File: src/common/bridge_pkg.sv
/*
 * Shared definitions for the AHB-to-APB bridge
 *   bus widths and vector types
 *   slave count and the APB address map
 *   AHB transfer type codes
 *   APB sequencer state encoding
 */

package bridge_pkg;

  // --------------------
  // Bus widths
  // --------------------
  localparam int ADDR_W = 32;
  localparam int DATA_W = 32;
  localparam int HTRANS_W = 2;

  typedef logic [ADDR_W-1:0] addr_t;
  typedef logic [DATA_W-1:0] data_t;
  typedef logic [HTRANS_W-1:0] htrans_t;

  // --------------------
  // Slave address map
  // --------------------
  localparam int NUM_SLAVES = 4;

  // One bit per APB slave
  typedef logic [NUM_SLAVES-1:0] slave_sel_t;

  // Inclusive ranges; 0x3000..0x3FFF left unmapped
  localparam addr_t SLAVE_START [NUM_SLAVES] = '{
    32'h0000_0000,
    32'h0000_1000,
    32'h0000_2000,
    32'h0000_4000
  };

  localparam addr_t SLAVE_END [NUM_SLAVES] = '{
    32'h0000_0FFF,
    32'h0000_1FFF,
    32'h0000_2FFF,
    32'h0000_4FFF
  };

  // AHB transfer types the bridge responds to
  localparam htrans_t HTRANS_NONSEQ = 2'b10;
  localparam htrans_t HTRANS_SEQ = 2'b11;

  // APB sequencer states
  typedef enum logic [1:0] {
    idle,
    setup,
    access
  } apb_state_t;

endpackage
File: src/logic/ahb_apb_bridge.sv
/*
 * AHB-to-APB bridge top level
 *   AHB front end and address decoder in parallel
 *   APB sequencer combining both
 *   write data passed straight to the APB bus
 */

`timescale 1ns/1ps

module ahb_apb_bridge (
  input  logic                   hclk19,
  input  logic                   hreset_n19,
  // AHB side
  input  logic                   hsel,
  input  bridge_pkg::addr_t      haddr,
  input  bridge_pkg::htrans_t    htrans,
  input  logic                   hwrite,
  input  bridge_pkg::data_t      hwdata,
  output bridge_pkg::data_t      hrdata,
  output logic                   hready,
  // APB side
  input  bridge_pkg::slave_sel_t pready,
  input  bridge_pkg::data_t      prdata0,
  input  bridge_pkg::data_t      prdata1,
  input  bridge_pkg::data_t      prdata2,
  input  bridge_pkg::data_t      prdata3,
  output bridge_pkg::slave_sel_t psel,
  output logic                   penable,
  output bridge_pkg::addr_t      paddr,
  output logic                   pwrite,
  output bridge_pkg::data_t      pwdata
);

  import bridge_pkg::*;

  logic       transfer_accept;
  logic       data_phase;
  addr_t      haddr_q;
  logic       hwrite_q;
  slave_sel_t slave_sel;
  logic       done;
  data_t      rdata_muxed;

  // Write data needs no staging, APB samples it during access
  assign pwdata = hwdata;

  // --------------------
  // AHB side
  // --------------------
  ahb_front i_ahb_front (
    .hclk19          (hclk19),
    .hreset_n19      (hreset_n19),
    .hsel            (hsel),
    .haddr           (haddr),
    .htrans          (htrans),
    .hwrite          (hwrite),
    .done            (done),
    .rdata_muxed     (rdata_muxed),
    .transfer_accept (transfer_accept),
    .data_phase      (data_phase),
    .haddr_q         (haddr_q),
    .hwrite_q        (hwrite_q),
    .hready          (hready),
    .hrdata          (hrdata)
  );

  // Samples the same accepted address as the front end
  addr_decoder i_addr_decoder (
    .hclk19          (hclk19),
    .hreset_n19      (hreset_n19),
    .transfer_accept (transfer_accept),
    .haddr           (haddr),
    .slave_sel       (slave_sel)
  );

  // --------------------
  // APB side
  // --------------------
  apb_sequencer i_apb_sequencer (
    .hclk19      (hclk19),
    .hreset_n19  (hreset_n19),
    .data_phase  (data_phase),
    .haddr_q     (haddr_q),
    .hwrite_q    (hwrite_q),
    .slave_sel   (slave_sel),
    .pready      (pready),
    .prdata0     (prdata0),
    .prdata1     (prdata1),
    .prdata2     (prdata2),
    .prdata3     (prdata3),
    .psel        (psel),
    .penable     (penable),
    .paddr       (paddr),
    .pwrite      (pwrite),
    .done        (done),
    .rdata_muxed (rdata_muxed)
  );

endmodule

File: src/apb/apb_sequencer.sv
/*
 * APB master sequencer
 *   idle / setup / access state machine
 *   psel, penable, paddr and pwrite generation
 *   pready qualification and read data mux
 *   completion pulse back to the AHB side
 */

`timescale 1ns/1ps

module apb_sequencer (
  input  logic                   hclk19,
  input  logic                   hreset_n19,
  input  logic                   data_phase,
  input  bridge_pkg::addr_t      haddr_q,
  input  logic                   hwrite_q,
  input  bridge_pkg::slave_sel_t slave_sel,
  input  bridge_pkg::slave_sel_t pready,
  input  bridge_pkg::data_t      prdata0,
  input  bridge_pkg::data_t      prdata1,
  input  bridge_pkg::data_t      prdata2,
  input  bridge_pkg::data_t      prdata3,
  output bridge_pkg::slave_sel_t psel,
  output logic                   penable,
  output bridge_pkg::addr_t      paddr,
  output logic                   pwrite,
  output logic                   done,
  output bridge_pkg::data_t      rdata_muxed
);

  import bridge_pkg::*;

  apb_state_t state;
  logic       sel_ready;
  data_t      prdata_arr [NUM_SLAVES];

  // --------------------
  // Return path
  // --------------------
  assign prdata_arr[0] = prdata0;
  assign prdata_arr[1] = prdata1;
  assign prdata_arr[2] = prdata2;
  assign prdata_arr[3] = prdata3;

  // Unmapped address leaves psel empty, treated as ready
  assign sel_ready = (psel == '0) || |(psel & pready);

  // Selected slave's data only; zero when nothing is selected
  always_comb begin
    rdata_muxed = '0;
    for (int i = 0; i < NUM_SLAVES; i++) begin
      rdata_muxed = rdata_muxed | (prdata_arr[i] & {DATA_W{psel[i]}});
    end
  end

  // Single-cycle completion strobe to the AHB front end
  assign done = (state == access) && sel_ready;

  // --------------------
  // State machine
  // --------------------
  always_ff @(posedge hclk19 or negedge hreset_n19) begin
    if (!hreset_n19) begin
      state   <= idle;
      psel    <= '0;
      penable <= 1'b0;
      paddr   <= '0;
      pwrite  <= 1'b0;
    end else begin
      unique case (state)
        idle: begin
          if (data_phase) begin
            state  <= setup;
            psel   <= slave_sel;
            paddr  <= haddr_q;
            pwrite <= hwrite_q;
          end
        end

        setup: begin
          state   <= access;
          penable <= 1'b1;
        end

        access: begin
          // Hold everything while the slave stretches the access
          if (sel_ready) begin
            state   <= idle;
            penable <= 1'b0;
            psel    <= '0;
          end
        end

        default: begin
          state   <= idle;
          penable <= 1'b0;
          psel    <= '0;
        end
      endcase
    end
  end

endmodule

File: src/logic/addr_decoder.sv
/*
 * Registered APB slave address decoder
 *   range compare against the package map
 *   selection captured on the AHB accept edge
 */

`timescale 1ns/1ps

module addr_decoder (
  input  logic                   hclk19,
  input  logic                   hreset_n19,
  input  logic                   transfer_accept,
  input  bridge_pkg::addr_t      haddr,
  output bridge_pkg::slave_sel_t slave_sel
);

  import bridge_pkg::*;

  slave_sel_t range_hit;

  // --------------------
  // Range compare
  // --------------------
  // One-hot for a mapped address, all zero in the gap
  always_comb begin
    for (int i = 0; i < NUM_SLAVES; i++) begin
      range_hit[i] = (haddr >= SLAVE_START[i]) && (haddr <= SLAVE_END[i]);
    end
  end

  // Held until the next accepted transfer
  always_ff @(posedge hclk19 or negedge hreset_n19) begin
    if (!hreset_n19) begin
      slave_sel <= '0;
    end else if (transfer_accept) begin
      slave_sel <= range_hit;
    end
  end

endmodule

File: src/logic/ahb_front.sv
/*
 * AHB slave front end
 *   transfer qualification and accept pulse
 *   address and direction capture
 *   hready and hrdata generation
 */

`timescale 1ns/1ps

module ahb_front (
  input  logic                hclk19,
  input  logic                hreset_n19,
  input  logic                hsel,
  input  bridge_pkg::addr_t   haddr,
  input  bridge_pkg::htrans_t htrans,
  input  logic                hwrite,
  input  logic                done,
  input  bridge_pkg::data_t   rdata_muxed,
  output logic                transfer_accept,
  output logic                data_phase,
  output bridge_pkg::addr_t   haddr_q,
  output logic                hwrite_q,
  output logic                hready,
  output bridge_pkg::data_t   hrdata
);

  import bridge_pkg::*;

  logic valid_trans;

  // Only NONSEQ and SEQ move data; IDLE and BUSY are ignored
  assign valid_trans = hsel && ((htrans == HTRANS_NONSEQ) || (htrans == HTRANS_SEQ));

  // Accept only while no transfer is outstanding
  assign transfer_accept = hready && valid_trans;

  // --------------------
  // Phase tracking
  // --------------------
  always_ff @(posedge hclk19 or negedge hreset_n19) begin
    if (!hreset_n19) begin
      hready     <= 1'b1;
      data_phase <= 1'b0;
    end else if (transfer_accept) begin
      hready     <= 1'b0;
      data_phase <= 1'b1;
    end else if (done) begin
      // APB side finished, release the AHB bus
      hready     <= 1'b1;
      data_phase <= 1'b0;
    end
  end

  // Address phase capture
  always_ff @(posedge hclk19) begin
    if (transfer_accept) begin
      haddr_q  <= haddr;
      hwrite_q <= hwrite;
    end
  end

  // --------------------
  // Read data return
  // --------------------
  always_ff @(posedge hclk19 or negedge hreset_n19) begin
    if (!hreset_n19) begin
      hrdata <= '0;
    end else if (done && !hwrite_q) begin
      hrdata <= rdata_muxed;
    end
  end

endmodule

File: config.mk
export PLATFORM = sky130hd
export DESIGN_NAME = ahb_apb_bridge
export DESIGN_NICKNAME = d
export VERILOG_FILES = /design/src/common/bridge_pkg.sv /design/src/logic/ahb_apb_bridge.sv /design/src/apb/apb_sequencer.sv /design/src/logic/addr_decoder.sv /design/src/logic/ahb_front.sv
export SDC_FILE = /design/constraint.sdc
export NUM_CORES = 1
export LEC_CHECK = 0
export BUFFER_PORTS_ARGS = -buffer_cell sky130_fd_sc_hd__buf_4
export CAP_MARGIN = 20
export CORE_AREA = 2 2 117 119
export CTS_CLUSTER_DIAMETER = 200
export DETAILED_ROUTE_END_ITERATION = 16
export DIE_AREA = 0 0 119 121
export GPL_TIMING_DRIVEN = 0
export PLACE_DENSITY = 0.71
export SLEW_MARGIN = 20
export SYNTH_ARGS = -nofsm -noshare
export SYNTH_HDL_FRONTEND = slang
export SYNTH_SLANG_ARGS = --single-unit
File: constraint.sdc
create_clock -name hclk19 -period 2.2 [get_ports hclk19]
set_input_delay 0.44 -clock hclk19 [delete_from_list [all_inputs] [get_ports hclk19]]
set_output_delay 0.44 -clock hclk19 [all_outputs]
set_load 0.02 [all_outputs]
# Yosys cells after proc, flatten, opt, wreduce, memory -nomap -nowiden
# Index checks and enable logic that the tools add are counted.
[word_totals]
reg_bits = 111
input_bits = 202
wordCells = 66
[classes]
magnitude_cmp = 8
eq_ne = 6
mux = 12
bitwise_logic = 10
n_reduce_logical = 19
[op_table]
columns = ["operator", "n"]
rows = [
  ["bitwise AND 32 bit", 4],
  ["bitwise OR 32 bit", 3],
  ["greater-or-equal comparator 32 x 1 -> 1 bit (second input constant)", 1],
  ["greater-or-equal comparator 32 x 13 -> 1 bit (second input constant)", 1],
  ["greater-or-equal comparator 32 x 14 -> 1 bit (second input constant)", 1],
  ["greater-or-equal comparator 32 x 15 -> 1 bit (second input constant)", 1],
  ["less-or-equal comparator 32 x 12 -> 1 bit (second input constant)", 1],
  ["less-or-equal comparator 32 x 13 -> 1 bit (second input constant)", 1],
  ["less-or-equal comparator 32 x 14 -> 1 bit (second input constant)", 1],
  ["less-or-equal comparator 32 x 15 -> 1 bit (second input constant)", 1],
  ["case mux 4 bit (3 select lines)", 1],
  ["logical AND 1 bit", 8],
  ["two-way mux 4 bit", 2],
  ["== test 2 bit (second input constant)", 3],
  ["case mux 2 bit (3 select lines)", 1],
  ["AND reduction 2 bit", 3],
  ["two-way mux 1 bit", 5],
  ["bitwise AND 4 bit", 1],
  ["zero test 4 bit", 1],
  ["two-way mux 2 bit", 2],
  ["OR reduction 4 bit", 1],
  ["case mux 1 bit (3 select lines)", 1],
  ["AND reduction 3 bit", 1],
  ["== test 2 x 1 -> 1 bit (second input constant)", 1],
  ["7 further kinds", 9],
]

# Longest topological paths before layout
[depth]
ltp_word = 6
ltp_mapped = 5
mapped_depth_nobuf = 4

# Hierarchy
# A second synthesis with hierarchy kept.
[hier_totals]
cells_unflattened = 380
area_unflattened_um2 = 5167.5
[modules_own_cells]
columns = ["mod", "n_inst", "cells_each", "area_per_inst_um2", "seq_area_each_um2"]
rows = [
  ["ahb_front", 1, 109, 2426.1, 1843.0],
  ["apb_sequencer", 1, 215, 2264.7, 1001.0],
  ["ahb_apb_bridge", 1, 32, 240.2, 0.0],
  ["addr_decoder", 1, 24, 236.5, 100.1],
]

# Worst setup path after synthesis
# OpenSTA, ideal clock, no wires.
[synth_path]
path_kind = "reg2reg"
start = "reg i_ahb_front.hready"
end = "reg i_addr_decoder.slave_sel[0]"
arrival_ps = 1921
t_required_ps = 2115
path_slack_ps = 194
path_stages_with_launch = 5
period_less_slack_ps = 2006
cell_sequence = "dfstp_2 -> nand3_1 -> inv_1 -> nand4_1 -> o21ai_0"
[synth_via]
elab_chain_cells = 1
[synth_rtl]
columns = ["element", "line", "source"]
rows = [
  ["start: declaration", "ahb_front.sv:23", "output logic hready,"],
  ["start signal: assignment", "ahb_front.sv:42", "hready <= 1'b1;"],
  ["start signal: assignment", "ahb_front.sv:45", "hready <= 1'b0;"],
  ["start signal: assignment", "ahb_front.sv:49", "hready <= 1'b1;"],
  ["logical AND 1 bit", "ahb_front.sv:35", "assign transfer_accept = hready && valid_trans;"],
  ["net i_addr_decoder.transfer_accept", "addr_decoder.sv:12", "input logic transfer_accept,"],
  ["end signal: assignment", "addr_decoder.sv:36", "slave_sel <= range_hit;"],
  ["end: declaration", "addr_decoder.sv:14", "output bridge_pkg::slave_sel_t slave_sel"],
]
# The timed path passes the listed nets, and every way through them passes these cells.
# A chain may end at the register's enable or synchronous reset.

# Worst setup path after layout
[layout_path]
start = "reg i_apb_sequencer.psel[2]"
end = "reg i_ahb_front.hrdata[3]"
[layout_via]
elab_chain_cells = 5
elab_cells_between_ends = 9
classes_between = "bitwise (4); reduce/logical (5)"
[layout_rtl]
columns = ["element", "line", "source"]
rows = [
  ["start: declaration", "apb_sequencer.sv:23", "output bridge_pkg::slave_sel_t psel,"],
  ["start signal: assignment", "apb_sequencer.sv:74", "psel <= slave_sel;"],
  ["bitwise AND 4 bit", "apb_sequencer.sv:46", "assign sel_ready = (psel == '0) || |(psel & pready);"],
  ["OR reduction 4 bit", "apb_sequencer.sv:46", ""],
  ["logical OR 1 bit", "apb_sequencer.sv:46", ""],
  ["logical AND 1 bit", "apb_sequencer.sv:57", "assign done = (state == access) && sel_ready;"],
  ["logical AND 1 bit", "ahb_front.sv:68", "end else if (done && !hwrite_q) begin"],
  ["end signal: assignment", "ahb_front.sv:69", "hrdata <= rdata_muxed;"],
  ["end: declaration", "ahb_front.sv:24", "output bridge_pkg::data_t hrdata"],
]
# Parallel ways exist; a longest one is shown, timed or not.

==> results.py <==
metrics = {
    "run_status": {
        "outcome": "finished, final reports clean",
    },
    "sta": {
        "grt_setup_unrepaired": "no",
        "worst_slack_ps": 192.1,
        "finalCritPeriodShare": 0.9127,
        "slew_headroom": 0.4190,
        "worstMarginPinSlew_ps": 863.5,
        "timing.fmax_mhz": 498.0,
        "tns_ps": 0,
        "finalClockSkew_ps": 4.664,
        "period_minus_slack_ps": 2008,
        "hold_violations": 0,
        "finalMaxSlewViolations": 0,
        "finalSetupViolCount": 0,
    },
    "final_layout": {
        "n_antenna_cell": 0,
        "nFillCells": 1086,
        "drive_above_1_share": 0.5982,
        "final_cells": 838,
        "mostFrequentLayoutCells": "buf_4, dfrtp_1, a22oi_1",
        "area_growth_pct": 50.51,
        "nets": 859,
        "final_common_cell": "buf_4",
        "fin_util": 0.5810,
    },
    "logic_synthesis": {
        "synth-xor-area-share": 0,
        "synth-seq-cells": 111,
        "synth.net_count": 577,
        "synth-compound-area-share": 0.1135,
        "syn_avg_cell_area_um2": 13.47,
        "yosys.area_share.simple": 0.05301,
        "ys_types": 30,
        "synth_top_family_by_area": "multiplexers",
        "synth_fa_ha_area_frac": 0,
        "seq_area_frac_synth": 0.5829,
        "synth_area_um2": 5051,
        "synthCells": 375,
        "synth_warnings": 0,
        "synth_mux_area_frac": 0.1771,
    },
    "power_and_ir_drop": {
        "total_power_mw": 7.174,
        "p_leak_nw": 3.703,
        "vdd_ir_drop_max_mv": 0.6524,
        "power_density_nw_per_um2": 943.7,
    },
    "cts": {
        "clk_pin_slew_ps": 80,
        "root_buffer": "clkbuf_16",
        "cts_buffer_depth": 2,
        "cts.sinks": 111,
        "cts_setup_buffers": 0,
        "cts_tree": "yes",
        "clk_latency_ps": 350,
        "cts-buffers-inserted": 9,
        "htree_levels": 3,
    },
    "min_path": {
        "min_path_type": "input port to asynchronous set/reset pin",
    },
    "floorplan": {
        "core_um2": 13090,
        "rows": 42,
        "start_util": 0.3860,
        "fp.dieW_um": 119,
        "die_h_um": 121,
        "io_pins": 305,
        "die_area_um2": 14400,
    },
    "detailed_routing": {
        "wl_um": 15410,
        "drc": 0,
        "ant_nets": 0,
        "routedWlPerCell_um": 18.39,
        "routed_via_density": 4.958,
        "dr.first_iter.drc_count": 239,
        "vias": 4155,
        "first_pass_iters": 6,
    },
    "place": {
        "gp_congestion": 0.7772,
        "pre_cts_slack_ps": 103.8,
        "portBuffers": 271,
        "placed_cells": 822,
        "place_hpwl_um": 11880,
    },
    "global_route": {
        "grtUsageTotal": 0.2139,
        "grt_max_degree": 79,
        "grt_pass1_wl_um": 23600,
        "antenna_found_initial": 0,
        "grt_pass1_vias": 4362,
        "grt-ovfl-total": 0,
    },
    "critical_path": {
        "crit_required_ps": 2440,
        "critPathMaxFanout": 10,
        "worst_setup_path_end_kind": "register",
        "critPathLaunchType": "register",
        "arrival_ps": 2240,
        "crit_type": "register to register",
    },
    "flow_run": {
        "maxCapViolCount": 0,
    },
}
==> cells in the mapped netlist, drive strengths merged <==
library cell  instances  area (µm²)
dfrtp                77        1927
mux2                 65       844.6
a22oi                64       480.5
buf                  41       304.0
nand2                36       135.1
edfxtp               33       991.0
clkbuf               14       52.55
nor2                  8       30.03
mux2i                 5       50.05
inv                   4       15.01
nor4                  4       31.28
o21ai                 4       20.02
nand4                 3       18.77
a21oi                 2       10.01
a22o                  2       17.52
nand3                 2       10.01
nor3b                 2       15.01
a21o                  1       7.510
dfstp                 1       26.28
nand4b                1       8.760
nor2b                 1       6.260
nor3                  1       5.000
o311a                 1       21.27
o31a                  1       8.760
o31ai                 1       7.510
or4                   1       7.510
==> per-stage QoR <==
stage	area (µm²)	hold slack (ps)
3_3_place_gp	7306	452.7
5_1_grt	7602	173.1
3_5_place_dp	7306	466.1
6_report	7602	114.1
2_1_floorplan	5051	144.4
4_1_cts	7597	245.7
==> where the power goes <==
part	switching [mW]	internal, mW
Sequential	0.266	2.64
Clock	0.798	0.800
Combinational	1.29	1.38
==> final timing paths <==
| check | start | to | slack, ps | depth (start not counted) |
|---|---|---|---|---|
| max reg2reg | i_apb_sequencer.psel[2] | i_ahb_front.hrdata[3] | 190 | 5 |
| max | i_apb_sequencer.psel[2] | i_ahb_front.hrdata[3] | 190 | 5 |
| min reg2reg | i_ahb_front.haddr_q[26] | i_apb_sequencer.paddr[26] | 480 | 1 |
| min | hreset_n19 | i_apb_sequencer.paddr[1] | 110 | 1 |
| min in group hclk19 | haddr[3] | i_ahb_front.haddr_q[3] | 260 | 1 |
| max in group asynchronous | hreset_n19 | i_ahb_front.hrdata[25] | 1570 | 1 |
==> sequential cells by signal, summed over array words and instances, names as in the netlist <==
signal and flops:
i_addr_decoder.slave_sel 4, i_ahb_front.data_phase 1, i_ahb_front.haddr_q 32, i_ahb_front.hrdata 32, i_ahb_front.hready 1, i_ahb_front.hwrite_q 1, i_apb_sequencer.paddr 32, i_apb_sequencer.penable 1
i_apb_sequencer.psel 4, i_apb_sequencer.pwrite 1, i_apb_sequencer.state 2
==> metal layers <==
metal	track usage	wire length [µm]	up-vias
li1	-	-	1928
met1	0.2485	5936	2031
met2	0.3739	7925	183
met3	0.08083	1403	13
met4	0.05208	146	0
met5	0	0	-
==> critical path: stages, from the launching register on <==
cell and delay, ps:
dfrtp_1 390, clkbuf_1 250, nor4_2 440, o311a_4 280, buf_6 200, mux2_4 320
==> kinds of logic (layout without fill, tap and decap cells) <==
family / after synthesis / after routing
DFF: 111 / 111
AOI/OAI and AO/OA: 76 / 76
muxes: 70 / 70
and+or+nand+nor: 59 / 59
buffers and inverters: 59 / 346
==> layout make-up <==
| class | count | area (µm²) | share of cell area |
|---|---|---|---|
| Tap cell | 176 | 220.2 | 0.02897 |
| Multi-Input combinational cell | 205 | 1735 | 0.2283 |
| Timing Repair Buffer | 271 | 2038 | 0.2681 |
| Clock inverter | 6 | 62.56 | 0.008229 |
| Inverter | 4 | 16.27 | 0.002140 |
| Buffer | 55 | 356.6 | 0.04691 |
| Sequential cell | 111 | 2944 | 0.3873 |
| Clock buffer | 10 | 229.0 | 0.03012 |
==> repair_timing <==
action                     CTS  global route
resized for setup            0             1
setup endpoints to repair    0             4
hold buffers                 0             0
No activity file was read; power rests on OpenSTA's default activity.
